--- config.mk ---
export PLATFORM = sky130hd
export DESIGN_NAME = csr_subsys_top
export DESIGN_NICKNAME = d
export VERILOG_FILES = /design/src/common/bfs_pkg.sv /design/src/common/csr_pkg.sv /design/src/verilog/csr_subsys_top.sv /design/src/csr/csr_unit.sv /design/src/bfs/bfs_regs.sv /design/src/csr/csr_counters.sv
export SDC_FILE = /design/constraint.sdc
export NUM_CORES = 1
export LEC_CHECK = 0
export BUFFER_PORTS_ARGS = -buffer_cell sky130_fd_sc_hd__buf_2
export CAP_MARGIN = 10
export CORE_MARGIN = 2
export CORE_UTILIZATION = 40
export DETAILED_ROUTE_END_ITERATION = 10
export GPL_ROUTABILITY_DRIVEN = 0
export GPL_TIMING_DRIVEN = 0
export PLACE_DENSITY = 0.68
export SYNTH_ARGS = -nofsm -noshare
export SYNTH_HDL_FRONTEND = slang
export SYNTH_SLANG_ARGS = --single-unit
--- constraint.sdc ---
create_clock -name clk -period 4.5 [get_ports clk]
set_input_delay 0.9 -clock clk [delete_from_list [all_inputs] [get_ports clk]]
set_output_delay 0.9 -clock clk [all_outputs]
set_load 0.05 [all_outputs]
--- src/common/bfs_pkg.sv ---
`default_nettype none

package bfs_pkg;

  typedef logic [3:0] bfs_idx_t;

  // register indices inside the bfs window, 5..15 unmapped
  localparam bfs_idx_t idx_stat  = 4'd0;
  localparam bfs_idx_t idx_root  = 4'd1;
  localparam bfs_idx_t idx_targ  = 4'd2;
  localparam bfs_idx_t idx_qbase = 4'd3;
  localparam bfs_idx_t idx_qsize = 4'd4;

  typedef struct packed {
    bfs_idx_t    idx;
    logic        wen;
    logic [31:0] wdata;
  } bfs_req_t;

  typedef struct packed {
    logic        error;
    logic [31:0] rdata;
  } bfs_rsp_t;

endpackage

`default_nettype wire

--- src/common/csr_pkg.sv ---
`default_nettype none

package csr_pkg;

  typedef logic [11:0] csr_addr_t;

  // implemented csr addresses
  localparam csr_addr_t addr_mcycle    = 12'hB00;
  localparam csr_addr_t addr_minstret  = 12'hB02;
  localparam csr_addr_t addr_mcycleh   = 12'hB80;
  localparam csr_addr_t addr_minstreth = 12'hB82;
  localparam csr_addr_t addr_muartstat = 12'hFC0;
  localparam csr_addr_t addr_muarttx   = 12'h7C0;
  localparam csr_addr_t addr_ml2stat   = 12'h7E0;

  // upper address byte of the bfs register window
  localparam logic [7:0] addr_bfs_page = 8'h7D;

  typedef enum logic [1:0] {
    op_read  = 2'd0,
    op_write = 2'd1,
    op_set   = 2'd2,
    op_clear = 2'd3
  } csr_op_t;

  // uart status bits
  localparam logic [31:0] uart_stat_rxempty = 32'h0000_0001;
  localparam logic [31:0] uart_stat_txempty = 32'h0000_0004;
  localparam logic [31:0] uart_stat_value   = uart_stat_txempty | uart_stat_rxempty;

  typedef struct packed {
    csr_op_t     op;
    logic [6:0]  robid;
    logic [5:0]  rd;
    logic [31:0] operand;
    csr_addr_t   addr;
  } csr_issue_t;

  typedef struct packed {
    logic        error;
    logic [6:0]  robid;
    logic [5:0]  rd;
    logic [31:0] result;
  } csr_wb_t;

endpackage

`default_nettype wire
--- src/verilog/csr_subsys_top.sv ---
`timescale 1ns/1ps
`default_nettype none

module csr_subsys_top #(
  parameter int qbase_w = 24
) (
  input  logic                clk,
  input  logic                arst_n,
  input  logic                issue_valid,
  input  csr_pkg::csr_issue_t issue,
  output logic                stall,
  output logic                wb_valid,
  output csr_pkg::csr_wb_t    wb,
  input  logic                ret_valid,
  input  logic                l2_req,
  output logic                uart_tx_valid,
  output logic [7:0]          uart_tx_data
);

  logic              bfs_req_valid;
  bfs_pkg::bfs_req_t bfs_req;
  logic              bfs_rsp_valid;
  bfs_pkg::bfs_rsp_t bfs_rsp;

  csr_unit u_csr_unit (
    .clk           (clk),
    .arst_n        (arst_n),
    .issue_valid   (issue_valid),
    .issue         (issue),
    .stall         (stall),
    .wb_valid      (wb_valid),
    .wb            (wb),
    .ret_valid     (ret_valid),
    .l2_req        (l2_req),
    .uart_tx_valid (uart_tx_valid),
    .uart_tx_data  (uart_tx_data),
    .bfs_req_valid (bfs_req_valid),
    .bfs_req       (bfs_req),
    .bfs_rsp_valid (bfs_rsp_valid),
    .bfs_rsp       (bfs_rsp)
  );

  // accelerator config and status registers
  bfs_regs #(
    .qbase_w (qbase_w)
  ) u_bfs_regs (
    .clk       (clk),
    .arst_n    (arst_n),
    .req_valid (bfs_req_valid),
    .req       (bfs_req),
    .rsp_valid (bfs_rsp_valid),
    .rsp       (bfs_rsp)
  );

endmodule

`default_nettype wire

--- src/csr/csr_unit.sv ---
`timescale 1ns/1ps
`default_nettype none

module csr_unit (
  input  logic                clk,
  input  logic                arst_n,
  input  logic                issue_valid,
  input  csr_pkg::csr_issue_t issue,
  output logic                stall,
  output logic                wb_valid,
  output csr_pkg::csr_wb_t    wb,
  input  logic                ret_valid,
  input  logic                l2_req,
  output logic                uart_tx_valid,
  output logic [7:0]          uart_tx_data,
  output logic                bfs_req_valid,
  output bfs_pkg::bfs_req_t   bfs_req,
  input  logic                bfs_rsp_valid,
  input  bfs_pkg::bfs_rsp_t   bfs_rsp
);

  logic                valid;
  csr_pkg::csr_issue_t stage;
  logic                bfs_pending;
  logic [7:0]          muarttx;
  logic [63:0]         mcycle64;
  logic [63:0]         minstret64;

  logic        sel_mcycle;
  logic        sel_mcycleh;
  logic        sel_minstret;
  logic        sel_minstreth;
  logic        sel_muartstat;
  logic        sel_muarttx;
  logic        sel_bfs;
  logic        sel_ml2stat;
  logic        sel_cnt;
  logic        sel_none;

  logic        is_write;
  logic        read_only;
  logic        bfs_rmw;
  logic        l2_stall;
  logic        err;
  logic        commit;
  logic [31:0] rdata;
  logic [31:0] wdata;
  logic        cnt_wen;
  logic [1:0]  cnt_sel;
  logic        inc_instret;

  // issue latch holds while stalled
  always_ff @(posedge clk or negedge arst_n) begin
    if (!arst_n) begin
      valid <= 1'b0;
    end else if (!stall) begin
      valid <= issue_valid;
    end
  end

  always_ff @(posedge clk or negedge arst_n) begin
    if (!arst_n) begin
      stage <= '0;
    end else if (!stall && issue_valid) begin
      stage <= issue;
    end
  end

  // address decode
  assign sel_mcycle    = (stage.addr == csr_pkg::addr_mcycle);
  assign sel_mcycleh   = (stage.addr == csr_pkg::addr_mcycleh);
  assign sel_minstret  = (stage.addr == csr_pkg::addr_minstret);
  assign sel_minstreth = (stage.addr == csr_pkg::addr_minstreth);
  assign sel_muartstat = (stage.addr == csr_pkg::addr_muartstat);
  assign sel_muarttx   = (stage.addr == csr_pkg::addr_muarttx);
  assign sel_ml2stat   = (stage.addr == csr_pkg::addr_ml2stat);
  assign sel_bfs       = (stage.addr[11:4] == csr_pkg::addr_bfs_page);

  assign sel_cnt  = sel_mcycle | sel_mcycleh | sel_minstret | sel_minstreth;
  assign sel_none = ~(sel_cnt | sel_muartstat | sel_muarttx | sel_bfs | sel_ml2stat);

  assign is_write  = (stage.op != csr_pkg::op_read);
  assign read_only = &stage.addr[11:10];
  // only plain read and write reach the bfs block
  assign bfs_rmw   = sel_bfs & ((stage.op == csr_pkg::op_set) |
                                (stage.op == csr_pkg::op_clear));

  // read mux
  always_comb begin
    case (1'b1)
      sel_mcycle:    rdata = mcycle64[31:0];
      sel_mcycleh:   rdata = mcycle64[63:32];
      sel_minstret:  rdata = minstret64[31:0];
      sel_minstreth: rdata = minstret64[63:32];
      sel_muartstat: rdata = csr_pkg::uart_stat_value;
      sel_muarttx:   rdata = {24'd0, muarttx};
      sel_bfs:       rdata = bfs_rsp.rdata;
      sel_ml2stat:   rdata = {31'd0, l2_req};
      default:       rdata = 32'd0;
    endcase
  end

  // new value for write, set and clear
  always_comb begin
    case (stage.op)
      csr_pkg::op_write: wdata = stage.operand;
      csr_pkg::op_set:   wdata = rdata | stage.operand;
      csr_pkg::op_clear: wdata = rdata & ~stage.operand;
      default:           wdata = rdata;
    endcase
  end

  // single bfs request with the answer one cycle later
  assign bfs_req_valid = valid & sel_bfs & ~bfs_rmw & ~bfs_pending;
  assign bfs_req.idx   = stage.addr[3:0];
  assign bfs_req.wen   = (stage.op == csr_pkg::op_write);
  assign bfs_req.wdata = stage.operand;

  always_ff @(posedge clk or negedge arst_n) begin
    if (!arst_n) begin
      bfs_pending <= 1'b0;
    end else begin
      bfs_pending <= bfs_req_valid;
    end
  end

  // l2 status write waits for the l2 request to drop
  assign l2_stall = valid & is_write & sel_ml2stat & l2_req;

  assign stall    = bfs_req_valid | l2_stall;
  assign wb_valid = valid & ~stall;

  assign err = sel_none | (is_write & read_only) | bfs_rmw |
               (bfs_pending & (~bfs_rsp_valid | bfs_rsp.error));

  assign wb.error  = err;
  assign wb.robid  = stage.robid;
  assign wb.rd     = stage.rd;
  assign wb.result = rdata;

  // writes land in the writeback cycle
  assign commit = wb_valid & is_write & ~err;

  // address bits 1 and 7 give counter and half
  assign cnt_wen     = commit & sel_cnt;
  assign cnt_sel     = {stage.addr[1], stage.addr[7]};
  assign inc_instret = ret_valid & ~(valid & is_write & sel_minstret);

  csr_counters u_counters (
    .clk         (clk),
    .arst_n      (arst_n),
    .cnt_wen     (cnt_wen),
    .cnt_sel     (cnt_sel),
    .cnt_wdata   (wdata),
    .inc_instret (inc_instret),
    .mcycle64    (mcycle64),
    .minstret64  (minstret64)
  );

  // uart transmit
  always_ff @(posedge clk or negedge arst_n) begin
    if (!arst_n) begin
      muarttx <= 8'd0;
    end else if (commit && sel_muarttx) begin
      muarttx <= wdata[7:0];
    end
  end

  assign uart_tx_valid = commit & sel_muarttx;
  assign uart_tx_data  = wdata[7:0];

endmodule

`default_nettype wire

--- src/bfs/bfs_regs.sv ---
`timescale 1ns/1ps
`default_nettype none

module bfs_regs #(
  parameter int qbase_w = 24
) (
  input  logic              clk,
  input  logic              arst_n,
  input  logic              req_valid,
  input  bfs_pkg::bfs_req_t req,
  output logic              rsp_valid,
  output bfs_pkg::bfs_rsp_t rsp
);

  logic [31:0]        root;
  logic [31:0]        targ;
  logic [qbase_w-1:0] qbase;
  logic [31:0]        qsize;
  logic [31:0]        rdata;
  logic               mapped;
  logic               bad;
  logic               do_write;

  // read decode, stat bit 0 means configured
  always_comb begin
    mapped = 1'b1;
    case (req.idx)
      bfs_pkg::idx_stat: begin
        rdata = {31'd0, |qsize};
      end
      bfs_pkg::idx_root: begin
        rdata = root;
      end
      bfs_pkg::idx_targ: begin
        rdata = targ;
      end
      bfs_pkg::idx_qbase: begin
        rdata = 32'(qbase);
      end
      bfs_pkg::idx_qsize: begin
        rdata = qsize;
      end
      default: begin
        rdata  = 32'd0;
        mapped = 1'b0;
      end
    endcase
  end

  // stat is read only
  assign bad      = ~mapped | (req.wen & (req.idx == bfs_pkg::idx_stat));
  assign do_write = req_valid & req.wen & ~bad;

  always_ff @(posedge clk or negedge arst_n) begin
    if (!arst_n) begin
      root  <= 32'd0;
      targ  <= 32'd0;
      qbase <= '0;
      qsize <= 32'd0;
    end else if (do_write) begin
      case (req.idx)
        bfs_pkg::idx_root:  root  <= req.wdata;
        bfs_pkg::idx_targ:  targ  <= req.wdata;
        bfs_pkg::idx_qbase: qbase <= req.wdata[qbase_w-1:0];
        default:            qsize <= req.wdata;
      endcase
    end
  end

  // response carries the value before the write
  always_ff @(posedge clk or negedge arst_n) begin
    if (!arst_n) begin
      rsp_valid <= 1'b0;
      rsp       <= '0;
    end else begin
      rsp_valid <= req_valid;
      if (req_valid) begin
        rsp.error <= bad;
        rsp.rdata <= rdata;
      end
    end
  end

endmodule

`default_nettype wire

--- src/csr/csr_counters.sv ---
`timescale 1ns/1ps
`default_nettype none

module csr_counters (
  input  logic        clk,
  input  logic        arst_n,
  input  logic        cnt_wen,
  input  logic [1:0]  cnt_sel,
  input  logic [31:0] cnt_wdata,
  input  logic        inc_instret,
  output logic [63:0] mcycle64,
  output logic [63:0] minstret64
);

  logic [63:0] mcycle_inc;
  logic [63:0] minstret_inc;
  logic [63:0] mcycle_next;
  logic [63:0] minstret_next;

  // free running increments, carry across both halves
  assign mcycle_inc   = mcycle64 + 64'd1;
  assign minstret_inc = minstret64 + {63'd0, inc_instret};

  // cnt_sel[1] picks the counter, cnt_sel[0] the upper half
  always_comb begin
    mcycle_next   = mcycle_inc;
    minstret_next = minstret_inc;
    if (cnt_wen) begin
      case (cnt_sel)
        2'd0: begin
          mcycle_next[31:0] = cnt_wdata;
        end
        2'd1: begin
          mcycle_next[63:32] = cnt_wdata;
        end
        2'd2: begin
          minstret_next[31:0] = cnt_wdata;
        end
        default: begin
          minstret_next[63:32] = cnt_wdata;
        end
      endcase
    end
  end

  always_ff @(posedge clk or negedge arst_n) begin
    if (!arst_n) begin
      mcycle64   <= 64'd0;
      minstret64 <= 64'd0;
    end else begin
      mcycle64   <= mcycle_next;
      minstret64 <= minstret_next;
    end
  end

endmodule

`default_nettype wire

==> flow_metrics.py <==
metrics = {
    "run_status": {
        "outcome": "completed",
    },
    "drt": {
        "wl_met1_um": 24980,
        "dr_wl_met2_um": 28290,
        "via_count": 16260,
        "drt-initial-drc-count": 1874,
        "drtAntennaViolNets": 0,
        "dr.max_layer_used": "met4",
        "viasPerCell": 6.023,
        "drc": 0,
        "wl_met3_um": 4631,
        "firstDrtPassIters": 7,
        "totalWireLength_um": 61440,
        "wl_per_cell_um": 22.76,
    },
    "timing": {
        "finClkSkew_ns": 0.02027,
        "period_needed_ns": 4.470,
        "setup_viol": 0,
        "setup_tns_ns": 0,
        "slew_violations": 0,
        "hold_viol": 0,
        "rsz0062_at_grt": "yes",
        "fin_crit_sh_pct": 99.34,
        "fmax_ghz": 0.2237,
        "tightest_slew_ns": 1.137,
        "slew_headroom_pct": 23.50,
    },
    "pwr": {
        "seqPwrFrac_pct": 43.4,
        "p_leak_nw": 10.20,
        "power.switching_mw": 2.117,
        "power_frac_clock_pct": 44.9,
        "power_mw": 7.785,
        "vdd_drop_max_mv": 0.3145,
        "p_per_area_nw_per_um2": 347.9,
        "power.internal_mw": 5.668,
        "p_comb_share_pct": 11.6,
        "swShare_pct": 27.19,
    },
    "critical_path": {
        "required_ns": 3.60,
        "cp_max_fo": 10,
        "cp-end-kind": "primary output",
        "criticalPathCategory": "reg2out",
        "start_kind": "flop",
        "arrival_ns": 3.57,
    },
    "synthesis": {
        "async_flop_share_pct": 100.0,
        "synth_top_family_by_area": "simple AND/OR/NAND/NOR gates",
        "yosys_warnings": 0,
        "synthesis.instances": 1881,
        "synth_fa_ha_area_share_pct": 0.1939,
        "synth_simple_gate_area_share_pct": 16.24,
        "synth_edf_count": 0,
        "synth_compound_area_share_pct": 12.35,
        "ys_seq_elements": 350,
        "yosysUniqueCellTypes": 73,
        "synthFlopType": "dfrtp_1",
        "synth_nets": 1948,
        "synth_xor_xnor_area_share_pct": 6.381,
        "synthMuxAreaShare_pct": 15.10,
        "ys_seq_area_share_pct": 45.25,
        "avgSynthCellArea_um2": 10.29,
        "netlist_area_um2": 19350,
    },
    "floorplan": {
        "fp.dieArea_um2": 50160,
        "num_rows": 80,
        "initial_utilization_pct": 40.54,
        "die_y_um": 224.0,
        "coreArea_um2": 47750,
        "fp.dieW_um": 224.0,
        "io_pins": 121,
    },
    "cells_and_area": {
        "final_util_pct": 46.86,
        "area_delta_synth_final_pct": 15.61,
        "stdcell_area_um2": 22380,
        "drive_gt1_share_pct": 23.79,
        "final_nets": 2121,
        "diodes": 0,
    },
    "clock_tree": {
        "clkSinkCount": 350,
        "clk_root_buffer_cell": "clkbuf_16",
        "insertion_delay_ns": 0.57,
        "path_clk_slew_ns": 0.06,
        "numCtsBuffers": 40,
        "clock_path_buffers": 3,
        "htree_levels": 2,
        "cts_tree": "yes",
    },
    "placement": {
        "place_area_um2": 20850,
        "hpwlAfterDp_um": 46110,
        "port_buffers": 120,
    },
    "run": {
        "drv_cap": 0,
    },
    "global_routing": {
        "grt_pass1_vias": 16080,
        "grt_pass1_wl_um": 93630,
        "grt_start_max_net_pins": 131,
        "antenna_found_initial": 0,
        "grt-ovfl-total": 0,
        "gr-usage-all-layers_pct": 24.23,
    },
    "hold_path": {
        "min_path_type": "in2async",
    },
}
[routing by layer]
| layer | vias up | track usage [%] |
|---|---|---|
| met4 | 0 | 14.13 |
| met5 | - | 0 |
| met2 | 839 | 38.64 |
| li1 | 7198 | - |
| met1 | 8024 | 31.58 |
| met3 | 202 | 3.358 |
[power by group through the flow]
stage | Sequential, mW | Clock (mW) | Combinational (mW)
global placement | 3.42 | 0 | 0.844
detailed placement | 3.43 | 0 | 0.882
global route | 3.39 | 3.69 | 0.963
CTS | 3.37 | 3.54 | 0.890
floorplan | 3.37 | 0 | 0.564
finish | 3.38 | 3.50 | 0.906
[cell families after synthesis]
kind of cell | after synthesis
compound gates | 335
fa+ha+maj | 3
xor+xnor | 141
mux | 267
simple gates | 605
buf+inv | 180
flops | 350
[final timing paths]
kind	from	endpoint	slack [ns]	cells past startpoint
worst min register to register	u_bfs_regs.rsp[22]	u_bfs_regs.rsp[22]	0.48	1
worst min-delay path	arst_n	u_csr_unit.wb[33]	0.25	1
max in group asynchronous	arst_n	u_csr_unit.bfs_req[22]	2.90	3
min in group clk	u_bfs_regs.rsp[22]	u_bfs_regs.rsp[22]	0.48	1
worst max-delay path	u_csr_unit.bfs_req[34]	uart_tx_data[3]	0.03	7
worst max register to register	u_csr_unit.bfs_req[34]	u_csr_unit.u_counters.minstret64[29]	0.23	13
[registers in the layout, summed over array words and instances (netlist names)]
signal and cells:
u_bfs_regs.qbase 24, u_bfs_regs.qsize 32, u_bfs_regs.root 32, u_bfs_regs.rsp 33, u_bfs_regs.rsp_valid 1, u_bfs_regs.targ 32, u_csr_unit.bfs_req 36, u_csr_unit.cnt_sel 1
u_csr_unit.muarttx 8, u_csr_unit.stage 9, u_csr_unit.u_counters.mcycle64 64, u_csr_unit.u_counters.minstret64 64, u_csr_unit.valid 1, u_csr_unit.wb 13
[cells in the final DEF (no fill, tap or decap), types with 10 or more instances in the layout]
cell / n
o21ai_0: 47
nor2b_1: 14
nand2b_1: 23
nor3_1: 69
nor4_1: 50
a22oi_1: 16
xor2_1: 67
xnor2_1: 74
mux2i_1: 76
and3_1: 18
o22ai_2: 20
buf_2: 149
a222oi_1: 32
dfrtp_1: 350
a21oi_1: 94
nand3_1: 59
clkinv_2: 10
buf_4: 25
clkbuf_16: 41
nand4_1: 38
mux2_2: 176
buf_6: 11
o21bai_1: 10
clkbuf_1: 69
o21a_1: 21
a21o_1: 18
o22ai_1: 26
and4_1: 11
mux2_1: 14
inv_1: 42
nand2_1: 137
nor2_1: 119
[synthesized netlist by cell type (all sizes together) (6+ instances only)]
cell type  count  share of area, %
nor2         129               2.8
dfrtp        350                45
nand2b        23              0.74
xor2          67               3.0
nor2b         14              0.45
o21a          21              0.81
nor3          73               2.0
nor4          54               1.9
a21o          18              0.70
nand3         59               1.5
o22ai         46               2.1
o21ai         48               1.3
nand3b         7              0.27
a22o           8              0.36
nand4         38               1.2
a2111oi        7              0.32
clkbuf        68               1.3
and3          18              0.58
inv           42              0.81
xnor2         74               3.3
a22oi         17              0.69
buf           68               2.3
a222oi        32               1.7
o21bai        10              0.39
mux2         190                11
nand2        137               2.7
and2           7              0.23
or4            8              0.31
mux2i         76               3.9
o2111ai        6              0.27
a21oi         94               2.4
or3            7              0.25
and4          11              0.50
a21boi         6              0.23
[critical path, stage by stage, from the launching register on]
cell and delay [ns]:
dfrtp_1 0.44, or4_1 0.52, clkbuf_1 0.17, buf_2 0.23, nor4_1 0.44, o32ai_1 0.22, o2111ai_2 0.58, buf_2 0.38
[stage by stage]
| stage | worst slack [ns] | std cells | hold WS, ns |
|---|---|---|---|
| 2_1_floorplan | 0.6488 | 1881 | 0.4482 |
| 3_3_place_gp | -4.141 | 2616 | 0.4626 |
| 3_5_place_dp | -0.8132 | 2622 | 0.4679 |
| 4_1_cts | 0.002254 | 2696 | 0.2640 |
| 5_1_grt | -0.03497 | 2700 | 0.2810 |
| 6_report | 0.02985 | 2700 | 0.2495 |
[timing repair]
action | 4_1_cts | 5_1_grt
buffers inserted | 1 | 4
gates resized for setup | 8 | 16
gates cloned | 0 | 0
setup endpoints to repair | 65 | 42
pin swaps | 1 | 1
hold buffers | 0 | 0
[area by class of cell]
class	instances	area (um2)
clock inverters	21	272.8
flip-flops and latches	350	8758
multi-input cells	1351	9806
well taps	615	769.5
inverters	44	170.2
repair buffers	131	750.7
plain buffers	136	710.7
fillers	4275	25370
clock buffers	52	1137
No activity file was read; power rests on OpenSTA's default activity.
